[src/des_nic_pkg.sv]
`default_nettype none

package des_nic_pkg;

	// ##################################################
	// Channel and packet format
	// ##################################################
	localparam int channel_width  = 32;   // Flit width
	localparam int data_flits     = 4;    // Plaintext hi/lo, key hi/lo
	localparam int reply_flits    = 3;    // Header, ciphertext hi, ciphertext lo
	localparam int cipher_rounds  = 16;   // Feistel rounds per block
	localparam int output_credits = 2;    // Reply buffers downstream at reset

	// Counter widths derived from the format
	localparam int round_count_width  = $clog2(cipher_rounds);
	localparam int credit_count_width = $clog2(output_credits + 1);   // Must hold 0..output_credits
	localparam int flit_index_width   = $clog2(reply_flits);

	// ##################################################
	// Flit decoding
	// ##################################################
	// One channel word, seen raw or as a header
	typedef union packed
	{
		logic [channel_width-1:0] data;   // Raw payload word
		struct packed
		{
			logic       header_field;     // Set on header flits only
			logic       done_flag;        // Zero on requests, one on replies
			logic [7:0] dest;             // Destination node
			logic [7:0] source;           // Source node
			logic [13:0] packet_id;
		} head;
	} des_flit_t;

	// ##################################################
	// FSM encodings
	// ##################################################
	typedef enum logic [1:0]
	{
		icu_idle,      // Waiting for a header
		icu_capture,   // Data flits streaming in, then decide
		icu_wait       // Packet held until engine and credits free
	} icu_state_t;

	typedef enum logic
	{
		obk_idle,   // Ready to take a result
		obk_send    // Serializing ciphertext flits
	} obk_state_t;

endpackage

`default_nettype wire

[src/des_nic.sv]
`timescale 1ns/100ps
`default_nettype none

module des_nic import des_nic_pkg::*;
(
	input  wire                        clk,
	input  wire                        reset,
	input  wire  [channel_width-1:0]   input_channel_din,
	input  wire                        credit_in,              // Reply buffer returned by router
	output logic                       input_credit,           // Request buffer free again
	output logic [channel_width-1:0]   output_channel_dout,
	output logic                       output_channel_valid
);

	logic [2*channel_width-1:0] plaintext;
	logic [2*channel_width-1:0] key;
	logic [2*channel_width-1:0] ciphertext;
	logic [channel_width-3:0]   header_flit;
	logic                       transfer2pe_strobe;
	logic                       busy_engine;
	logic                       zero_credits;
	logic                       result_valid;
	logic                       result_take;

	assign input_credit = transfer2pe_strobe;   // Flit registers free once engine starts

	input_block i_input
	(
		.clk                     (clk),
		.reset                   (reset),
		.input_channel_din       (input_channel_din),
		.busy_engine_din         (busy_engine),
		.zero_credits_din        (zero_credits),
		.plaintext_dout          (plaintext),
		.key_dout                (key),
		.header_flit_dout        (header_flit),
		.transfer2pe_strobe_dout (transfer2pe_strobe)
	);

	feistel_engine i_engine
	(
		.clk          (clk),
		.reset        (reset),
		.start        (transfer2pe_strobe),
		.plaintext    (plaintext),
		.key          (key),
		.result_take  (result_take),
		.busy         (busy_engine),
		.result_valid (result_valid),
		.ciphertext   (ciphertext)
	);

	output_block i_output
	(
		.clk                  (clk),
		.reset                (reset),
		.result_valid         (result_valid),
		.ciphertext           (ciphertext),
		.header_flit_din      (header_flit),
		.credit_in            (credit_in),
		.result_take          (result_take),
		.zero_credits_dout    (zero_credits),
		.output_channel_dout  (output_channel_dout),
		.output_channel_valid (output_channel_valid)
	);

endmodule

`default_nettype wire

[src/des_nic_input_control_unit.sv]
`timescale 1ns/100ps
`default_nettype none

module des_nic_input_control_unit import des_nic_pkg::*;
(
	input  wire                 clk,
	input  wire                 reset,
	input  wire                 header_field_din,          // Bit 31 of the channel word
	input  wire                 busy_engine_din,
	input  wire                 zero_credits_din,
	output logic                transfer2pe_strobe_dout,   // One-cycle engine start
	output logic                write_strobe_dout,
	output logic [data_flits:0] register_enable_dout       // Bit 0 header, bits 1..4 data
);

	icu_state_t            state;
	logic [data_flits-1:0] data_enable;     // One-hot walk over the data flits
	logic                  header_enable;   // Header word on the channel while idle
	logic                  decide;          // Packet complete, start allowed if resources free
	logic                  go;

	// ##################################################
	// Enables and start decision
	// ##################################################
	assign header_enable = (state == icu_idle) && header_field_din;
	assign decide = ((state == icu_capture) && (data_enable == '0)) || (state == icu_wait);
	assign go = decide && !busy_engine_din && !zero_credits_din;   // Engine idle and a credit left

	assign register_enable_dout    = {data_enable, header_enable};
	assign write_strobe_dout       = header_enable || (data_enable != '0);
	assign transfer2pe_strobe_dout = go;   // Also returns the router's input credit

	// ##################################################
	// State register
	// ##################################################
	always_ff @(posedge clk)
	begin
		if (reset)
		begin
			state       <= icu_idle;
			data_enable <= '0;
		end
		else
		begin
			case (state)
				icu_idle:
				begin
					if (header_field_din)   // Packet starts here
					begin
						state       <= icu_capture;
						data_enable <= data_flits'(1);   // First data flit next cycle
					end
				end
				icu_capture:
				begin
					data_enable <= data_enable << 1;   // Shifts out to zero after last flit
					if (decide)
						state <= go ? icu_idle : icu_wait;
				end
				icu_wait:
				begin
					if (go)
						state <= icu_idle;
				end
				default:
					state <= icu_idle;
			endcase
		end
	end

	// At most one flit register written per cycle
	a_enable_onehot: assert property (@(posedge clk) disable iff (reset)
		$onehot0(register_enable_dout));

endmodule

`default_nettype wire

[src/feistel_engine.sv]
`timescale 1ns/100ps
`default_nettype none

module feistel_engine import des_nic_pkg::*;
(
	input  wire                          clk,
	input  wire                          reset,
	input  wire                          start,          // Round 0 runs on this edge
	input  wire  [2*channel_width-1:0]   plaintext,
	input  wire  [2*channel_width-1:0]   key,
	input  wire                          result_take,
	output logic                         busy,
	output logic                         result_valid,
	output logic [2*channel_width-1:0]   ciphertext
);

	logic [channel_width-1:0]     left;
	logic [channel_width-1:0]     right;
	logic [channel_width-1:0]     round_key;       // Key high word, rotated 4 per round
	logic [channel_width-1:0]     left_in;
	logic [channel_width-1:0]     right_in;
	logic [channel_width-1:0]     round_key_in;
	logic [round_count_width-1:0] round_count;     // Rounds done so far
	logic                         running;

	// XOR, rotate left by 3, add key
	function automatic logic [channel_width-1:0] round_function(
		input logic [channel_width-1:0] half,
		input logic [channel_width-1:0] rkey);
		logic [channel_width-1:0] mixed;
		mixed = half ^ rkey;
		return {mixed[channel_width-4:0], mixed[channel_width-1:channel_width-3]} + rkey;
	endfunction

	// Start feeds plaintext straight into round 0
	assign left_in      = start ? plaintext[2*channel_width-1:channel_width] : left;
	assign right_in     = start ? plaintext[channel_width-1:0] : right;
	assign round_key_in = start ? key[2*channel_width-1:channel_width] : round_key;

	// ##################################################
	// Round datapath, no reset
	// ##################################################
	always_ff @(posedge clk)
	begin
		if (start || running)
		begin
			left      <= right_in;
			right     <= left_in ^ round_function(right_in, round_key_in);
			round_key <= {round_key_in[channel_width-5:0], round_key_in[channel_width-1:channel_width-4]};
		end
	end

	// ##################################################
	// Round control
	// ##################################################
	always_ff @(posedge clk)
	begin
		if (reset)
		begin
			running      <= 1'b0;
			busy         <= 1'b0;
			result_valid <= 1'b0;
			round_count  <= '0;
		end
		else
		begin
			if (start)
			begin
				running     <= 1'b1;
				busy        <= 1'b1;
				round_count <= round_count_width'(1);
			end
			else if (running)
			begin
				round_count <= round_count + 1'b1;
				if (round_count == round_count_width'(cipher_rounds - 1))   // Last round
				begin
					running      <= 1'b0;
					result_valid <= 1'b1;
				end
			end
			if (result_take)   // Output block has the result
			begin
				result_valid <= 1'b0;
				busy         <= 1'b0;
			end
		end
	end

	assign ciphertext = {right, left};   // Final swap

	// One packet in the engine at a time
	a_no_start_busy: assert property (@(posedge clk) disable iff (reset) start |-> !busy);

endmodule

`default_nettype wire

[src/input_block.sv]
`timescale 1ns/100ps
`default_nettype none

module input_block import des_nic_pkg::*;
(
	input  wire                          clk,
	input  wire                          reset,
	input  wire  [channel_width-1:0]     input_channel_din,
	input  wire                          busy_engine_din,
	input  wire                          zero_credits_din,
	output logic [2*channel_width-1:0]   plaintext_dout,
	output logic [2*channel_width-1:0]   key_dout,
	output logic [channel_width-3:0]     header_flit_dout,         // Header of the packet in flight
	output logic                         transfer2pe_strobe_dout
);

	des_flit_t                channel_flit;                   // Channel word, decoded
	logic [data_flits:0]      register_enable;
	logic                     write_strobe;
	logic [channel_width-3:0] header_capture;                 // Header of the packet being received
	logic [channel_width-1:0] data_flit_bank [data_flits];

	assign channel_flit = input_channel_din;

	des_nic_input_control_unit i_control
	(
		.clk                     (clk),
		.reset                   (reset),
		.header_field_din        (channel_flit.head.header_field),
		.busy_engine_din         (busy_engine_din),
		.zero_credits_din        (zero_credits_din),
		.transfer2pe_strobe_dout (transfer2pe_strobe_dout),
		.write_strobe_dout       (write_strobe),
		.register_enable_dout    (register_enable)
	);

	// ##################################################
	// Capture registers
	// ##################################################
	always_ff @(posedge clk)
	begin
		// Header and done bits are rebuilt on reply
		if (register_enable[0] && write_strobe)
			header_capture <= {channel_flit.head.dest, channel_flit.head.source,
				channel_flit.head.packet_id};
		// Hand header over at start, next packet may then overwrite the capture
		if (transfer2pe_strobe_dout)
			header_flit_dout <= header_capture;
		for (int i = 0; i < data_flits; i++)
		begin
			if (register_enable[i+1] && write_strobe)
				data_flit_bank[i] <= input_channel_din;
		end
	end

	assign plaintext_dout = {data_flit_bank[0], data_flit_bank[1]};   // First flit is high word
	assign key_dout       = {data_flit_bank[2], data_flit_bank[3]};

endmodule

`default_nettype wire

[src/output_block.sv]
`timescale 1ns/100ps
`default_nettype none

module output_block import des_nic_pkg::*;
(
	input  wire                          clk,
	input  wire                          reset,
	input  wire                          result_valid,
	input  wire  [2*channel_width-1:0]   ciphertext,
	input  wire  [channel_width-3:0]     header_flit_din,
	input  wire                          credit_in,              // One reply buffer freed
	output logic                         result_take,
	output logic                         zero_credits_dout,
	output logic [channel_width-1:0]     output_channel_dout,
	output logic                         output_channel_valid
);

	obk_state_t                    state;
	des_flit_t                     reply_head;        // Header flit of the reply
	logic [2*channel_width-1:0]    cipher_reg;
	logic [flit_index_width-1:0]   flit_index;        // Next flit to put on the channel
	logic [credit_count_width-1:0] credit_count;

	// Take only with a credit in hand, header consumes it
	assign result_take       = (state == obk_idle) && result_valid && (credit_count != '0);
	assign zero_credits_dout = (credit_count == '0);

	always_comb
	begin
		reply_head.head.header_field = 1'b1;
		reply_head.head.done_flag    = 1'b1;   // Marks the packet as processed
		{reply_head.head.dest, reply_head.head.source, reply_head.head.packet_id} = header_flit_din;
	end

	// ##################################################
	// Reply serializer
	// ##################################################
	always_ff @(posedge clk)
	begin
		if (reset)
		begin
			state                <= obk_idle;
			flit_index           <= '0;
			output_channel_valid <= 1'b0;
		end
		else
		begin
			case (state)
				obk_idle:
				begin
					output_channel_valid <= result_take;
					if (result_take)
					begin
						state      <= obk_send;
						flit_index <= flit_index_width'(1);   // Header goes out now
					end
				end
				obk_send:
				begin
					output_channel_valid <= 1'b1;
					flit_index           <= flit_index + 1'b1;
					if (flit_index == flit_index_width'(reply_flits - 1))   // Low word is last
						state <= obk_idle;
				end
				default:
					state <= obk_idle;
			endcase
		end
	end

	// Payload side, no reset
	always_ff @(posedge clk)
	begin
		if (result_take)
		begin
			output_channel_dout <= reply_head.data;
			cipher_reg          <= ciphertext;
		end
		else if (state == obk_send)
			output_channel_dout <= (flit_index == flit_index_width'(1)) ?
				cipher_reg[2*channel_width-1:channel_width] : cipher_reg[channel_width-1:0];
	end

	// ##################################################
	// Output credits, counted in packets
	// ##################################################
	always_ff @(posedge clk)
	begin
		if (reset)
			credit_count <= credit_count_width'(output_credits);
		else if (result_take && !credit_in)
			credit_count <= credit_count - 1'b1;
		else if (credit_in && !result_take)
			credit_count <= credit_count + 1'b1;
	end

	// Router never returns more buffers than it has
	a_credit_max: assert property (@(posedge clk) disable iff (reset)
		credit_count <= credit_count_width'(output_credits));

endmodule

`default_nettype wire

[config.mk]
export PLATFORM = sky130hd
export DESIGN_NAME = des_nic
export DESIGN_NICKNAME = d
export VERILOG_FILES = /design/src/des_nic_pkg.sv /design/src/des_nic.sv /design/src/des_nic_input_control_unit.sv /design/src/feistel_engine.sv /design/src/input_block.sv /design/src/output_block.sv
export SDC_FILE = /design/constraint.sdc
export NUM_CORES = 1
export LEC_CHECK = 0
export BUFFER_PORTS_ARGS = -buffer_cell sky130_fd_sc_hd__buf_4
export CORE_MARGIN = 1.5
export CORE_UTILIZATION = 25
export CTS_CLUSTER_SIZE = 25
export DETAILED_ROUTE_END_ITERATION = 16
export PLACE_DENSITY_LB_ADDON = 0.25
export SYNTH_ARGS = -nofsm -noshare
export SYNTH_HDL_FRONTEND = slang
export SYNTH_SLANG_ARGS = --single-unit
export TNS_END_PERCENT = 100
[constraint.sdc]
create_clock -name clk -period 6.3 [get_ports clk]
set_clock_uncertainty 0.1 [all_clocks]
set_input_delay 0.63 -clock clk [delete_from_list [all_inputs] [get_ports clk]]
set_output_delay 0.63 -clock clk [all_outputs]
set_load 0.05 [all_outputs]
Yosys cells after proc, flatten, opt, wreduce, memory -nomap -nowiden:

Memories as Yosys holds them, arrays and structs flattened.
Index checks and enable logic that the tools add are counted.

* memories kept: 1
* bits in read-only memories: 0
* input bits: 35
* register bits: 271
* RAM bits: 128
* bits in latches: 0

Memories
* i_input.data_flit_bank: depth 4, bits a word 32, read ports 3, clocked after Yosys merged registers in 0, write ports 4, RTL line input_block.sv:21 `logic [channel_width-1:0] data_flit_bank [data_flits];`

* shift-type cells: 0
* $add $sub $neg: 5
* multiply operators: 0
* bitwise logic cells: 4
* eq/ne operators: 9
* reduce and logical (&&, ||, !) cells: 34
* multiplexer cells: 34
* order comparisons: 0
* div/mod/pow operators: 0

Operators with widths (count)
* $mux W32: 4
* $xor A32 B32 Y32: 2
* $mux W30: 2
* $add A32 B32 Y32: 1
* $mux W1: 15
* $mux W2: 7
* $logic_and A1 B1 Y1: 13
* $reduce_bool A2 Y1: 5
* $pmux W4 S2: 1
* $pmux W2 S3: 1
* $reduce_and A3 Y1: 2
* $add A2 B1 Y2 const B: 2
* $add A4 B1 Y4 const B: 1
* $eq A2 B1 Y1 const B: 2
* $eq A2 B2 Y1 const B: 2
* $eq A4 B4 Y1 const B: 1
* $logic_not A1 Y1: 4
* $logic_not A2 Y1: 2
* $logic_not A4 Y1: 1
* $mux W4: 1
* $ne A2 B1 Y1 const B: 2
* $ne A2 B2 Y1 const B: 2
* $pmux W1 S2: 2
* $pmux W2 S2: 1
* other kinds (6): 10

Longest topological paths before layout:

* depth in word-level cells: 9
* depth in mapped cells: 25
* mapped depth without buffers: 21

Hierarchy:

From an unflattened synthesis, not the netlist that was laid out.

* cell total of the unflattened synthesis: 1038
* area total of the unflattened synthesis: 17259.1 sq um

Modules (own cells, without submodules)
* feistel_engine: times used 1, cells an instance 610, area each 7229.4 sq um
* input_block: times used 1, cells an instance 193, area each 5676.7 sq um
* output_block: times used 1, cells an instance 203, area each 4045.1 sq um
* des_nic_input_control_unit: times used 1, cells an instance 32, area each 307.8 sq um

Least setup slack after synthesis:

Ideal clock, no wire load.

* path kind: register -> register
* start: register i_input.i_control.data_enable[0]
* end: register i_engine.right[24], data pin
* data arrival time: 5.271 ns
* path slack: 0.670 ns
* cell stages (with the launch flop): 22
* data required time: 5.940 ns
* cells stage by stage: dfxtp_1 -> nor4_4 -> a21bo_4 -> nand2_4 -> inv_4 -> buf_2 -> buf_1 -> clkbuf_1 -> buf_1 -> nand2_1 -> nand2_1 -> ha_1 -> o21ai_0 -> nand2b_1 -> a31oi_1 -> nor4b_4 -> o31a_1 -> o21ai_2 -> o21ai_2 -> nand2_1 -> a41oi_2 -> xnor2_1

* cells in the longest elaborated chain, start to end: 9

Ends and longest elaborated chain
* from (decl): RTL line des_nic_input_control_unit.sv:17 `logic [data_flits-1:0] data_enable;`
* from (signal assigned): RTL line des_nic_input_control_unit.sv:51 `data_enable <= data_flits'(1);`
* from (signal assigned): RTL line des_nic_input_control_unit.sv:56 `data_enable <= data_enable << 1;`
* $logic_not A4 Y1 *: RTL line des_nic_input_control_unit.sv:26 `assign decide = ((state == icu_capture) && (data_enable == '0)) || (state == icu_wait);`
* $logic_and A1 B1 Y1 *: RTL line des_nic_input_control_unit.sv:26
* $logic_or A1 B1 Y1 *: RTL line des_nic_input_control_unit.sv:26
* $logic_and A1 B1 Y1 * (2 in a row): RTL line des_nic_input_control_unit.sv:27 `assign go = decide && !busy_engine_din && !zero_credits_din;`
* named net input_credit: RTL line des_nic.sv:10 `output logic input_credit,`
* $mux W32 *: RTL line feistel_engine.sv:38 `assign round_key_in = start ? key[2*channel_width-1:channel_width] : round_key;`
* named net i_engine.round_key_in[3]: RTL line feistel_engine.sv:22 `logic [channel_width-1:0] round_key_in;`
* $xor A32 B32 Y32: RTL line feistel_engine.sv:31 `mixed = half ^ rkey;`
* $add A32 B32 Y32 *: RTL line feistel_engine.sv:32 `return {mixed[channel_width-4:0], mixed[channel_width-1:channel_width-3]} + rkey;`
* $xor A32 B32 Y32 *: RTL line feistel_engine.sv:48 `right <= left_in ^ round_function(right_in, round_key_in);`
* to (signal assigned): RTL line feistel_engine.sv:48
* to (decl): RTL line feistel_engine.sv:18 `logic [channel_width-1:0] right;`

The timed path passes the listed nets; every way through them passes the cells marked *.
A chain may end at the register's enable or synchronous reset.

Final worst setup path:

* start: register i_input.i_control.state[0]
* end: register i_engine.right[26], data pin

* cells in the longest elaborated chain, start to end: 9

Ends and longest elaborated chain
* from (decl): RTL line des_nic_input_control_unit.sv:16 `icu_state_t state;`
* from (signal assigned): RTL line des_nic_input_control_unit.sv:40 `state <= icu_idle;`
* from (signal assigned): RTL line des_nic_input_control_unit.sv:50 `state <= icu_capture;`
* from (signal assigned): RTL line des_nic_input_control_unit.sv:58 `state <= go ? icu_idle : icu_wait;`
* $eq A2 B1 Y1: RTL line des_nic_input_control_unit.sv:26
* $logic_and A1 B1 Y1: RTL line des_nic_input_control_unit.sv:26
* $logic_or A1 B1 Y1 *: RTL line des_nic_input_control_unit.sv:26
* $logic_and A1 B1 Y1 * (2 in a row): RTL line des_nic_input_control_unit.sv:27
* $mux W32 *: RTL line feistel_engine.sv:37 `assign right_in = start ? plaintext[channel_width-1:0] : right;`
* named net i_engine.right_in[29]: RTL line feistel_engine.sv:21 `logic [channel_width-1:0] right_in;`
* $xor A32 B32 Y32 *: RTL line feistel_engine.sv:31
* $add A32 B32 Y32 *: RTL line feistel_engine.sv:32
* $xor A32 B32 Y32 *: RTL line feistel_engine.sv:48

Marks and branches as above.

==> flow_summary.yaml <==
cells_and_area:
  layout-drive-gt1-share: 0.132
  area_growth_pct: 18.2
  design_area_mm2: 0.0188
  antenna_cells: 0
  nets: 1327
  largest_reg_flops: 96
power:
  internal-power_uw: 5590
  p_per_area_mw_per_mm2: 435
  p_sw_uw: 2620
  switching_share: 0.319
  clock_power_share: 0.295
  ir_worst_vdd_v: 0.000181
  seq_power_share: 0.405
  comb_power_share: 0.300
  p_leak_uw: 0.00673
clocking:
  cts_hold_buf: 0
  cts-htree-levels: 2
  cts_resized: 0
  root_buffer: "clkbuf_16"
  clock_latency_ps: 560
  cts_buffers: 43
  cts_tree: "built"
  clkSinkCount: 367
  clk_pin_slew_ps: 60
  post_cts_buffers: 0
  clockBufferDepth: 3
worst_setup_path:
  critPathMaxFanout: 15
  arrival_ps: 5370
  worstSetupPathType: "flop to flop"
  reg2regPathDepth: 22
  cp.required_ps: 6500
  start_kind: "flop"
  worstSetupEndpointType: "flop"
sta:
  finalHoldViolCount: 0
  finalSetupTns_ps: 0
  final-setup-viol-count: 0
  post-route-period-util: 0.820
  finalMaxSlewViolations: 0
  grt_setup_unrepaired: "false"
  worst_slew_pin_slew_ps: 1060
  max-slew-margin-rel: 0.290
  clock.fmax_mhz: 193
  period_minus_slack_ps: 5170
routing:
  drc: 0
  routed_wl_mm: 38.6
  dr.pass1.iters: 4
  vias: 9118
  wire_per_inst_um: 18.0
  viasPerCell: 4.26
  ant_nets: 0
  dr.first_iter.drc_count: 614
yosys:
  yosysTopAreaCell: "edfxtp_1"
  async_reset_ff_frac: 0
  syn-num-nets: 1241
  synth-edff-count: 346
  synth.cell_area_mm2: 0.0159
  yosys_warnings: 0
  synth_commonest_cells: "edfxtp_1, nand2_1, xnor2_1"
  yosysMostFrequentCell: "edfxtp_1"
  yosys_most_used_dff: "edfxtp_1"
  yosysTopAreaCellShare: 0.652
  yosysSeqAreaShare: 0.678
  postSynthCellCount: 1174
  avgSynthCellArea_um2: 13.6
  yosysUniqueCellTypes: 67
  synthTopCellsByArea: "edfxtp_1, nand2_1, mux2i_1, xnor2_1, xor2_1"
  ys_seq_elements: 367
grt:
  antenna_found_initial: 1
  grt_overflow: 0
  grt_pass1_vias: 9383
  grt.total_usage: 0.119
  grt_pass1_wl_mm: 59.3
  grt_max_degree: 94
floorplan:
  die_y_um: 256
  dieArea_mm2: 0.0653
  die_w_um: 256
  io_pins: 69
  core-area_mm2: 0.0631
  rows: 92
  start_util: 0.253
job:
  maxCapViolCount: 0
placed_design:
  portBuffers: 68
  dpl.hpwl_mm: 25.0
  place_area_mm2: 0.0175
  gp_congestion: 0.798
worst_hold_path:
  min_path_cells: 1
  min_path_type: "input port to flop"
outcome:
  status: "finished, final reports clean"
==> metrics by stage <==
stage / util / total power (uW) / hold WS (ps) / std cells / worst slack (ps)
after floorplan: - / 5170 / 300 / 1174 / 670
after global placement: 0.277 / 5830 / 301 / 2061 / 1210
after detailed placement: 0.277 / 5850 / 305 / 2061 / 1050
after CTS: 0.299 / 8330 / 140 / 2140 / 1030
after global routing: 0.299 / 8680 / 159 / 2140 / 674
final: 0.299 / 8210 / 181 / 2140 / 1130
==> cell type report <==
class                   instances  area [um2]
clock buffers                  63        1210
clock inverters                16         145
fillers                      6465       44200
inverters                      21        81.3
multi-input cells             745        4900
flip-flops and latches        367       10800
well taps                     846        1060
repair buffers                 82         628
==> worst paths after layout <==
| check | start | to | slack [ps] |
|---|---|---|---|
| max | i_input.i_control.state[0] | i_engine.right[26] | 1130 |
| max reg2reg | i_input.i_control.state[0] | i_engine.right[26] | 1130 |
| min | input_channel_din[15] | i_input.data_flit_bank[1][15] | 180 |
| min reg2reg | i_input.header_capture[0] | i_input.header_flit_dout[0] | 320 |
==> critical path: stages, from the launching register on <==
cell and delay (ps):
dfxtp_1 390, nor2b_1 480, a21bo_4 280, nand2_4 140, inv_4 230, buf_4 260
nand2_1 80, nand2_1 90, xor2_1 180, ha_1 200, inv_1 60, fa_1 420
nor2b_1 130, o21ai_0 80, nand2b_1 120, a31oi_1 140, nor4b_4 170, o31a_1 320
nor3_1 380, o21ai_2 150, a31oi_4 260, a21boi_1 110, xnor2_1 130
==> layer usage <==
metal,GRT usage,vias up,part of all wire
met3,0.0203,73,0.037
met2,0.186,170,0.46
met1,0.164,4446,0.48
met5,0,-,0.00034
li1,-,4427,-
met4,0.0447,2,0.030
==> layout by cell type (no fill, tap or decap), types with 4 or more instances in the layout <==
master,count
o21ai_1,4
mux2i_1,74
dfxtp_1,18
inv_1,19
clkbuf_16,45
nor2_1,44
nand4_1,9
clkbuf_1,16
o31a_1,4
nand2b_1,7
xor2_1,57
a21oi_1,35
edfxtp_1,346
nor3_1,18
buf_4,81
xnor2_1,79
nor2b_1,7
clkinv_1,5
ha_1,30
a21o_1,16
o21ai_0,56
nand2_1,226
a31oi_1,5
or3_1,4
and3_1,4
nand3_1,8
==> power by group through the flow <==
| stage | Clock [uW] | Combinational, uW | Sequential, uW |
|---|---|---|---|
| 6_report | 2420 | 2460 | 3320 |
| 5_1_grt | 2590 | 2740 | 3350 |
| 4_1_cts | 2510 | 2490 | 3330 |
| 3_5_place_dp | 0 | 2470 | 3370 |
| 3_3_place_gp | 0 | 2460 | 3370 |
| 2_1_floorplan | 0 | 1880 | 3300 |
==> logic make-up after synthesis <==
group | after synthesis | share of synthesized area
flops | 367 | 0.678
buf+inv | 62 | 0.0157
mux | 76 | 0.0481
xor+xnor | 137 | 0.0757
fa+ha+maj | 32 | 0.0256
simple gates | 349 | 0.0962
compound gates | 151 | 0.0606
Note: power is estimated with default switching activity, not from simulation.
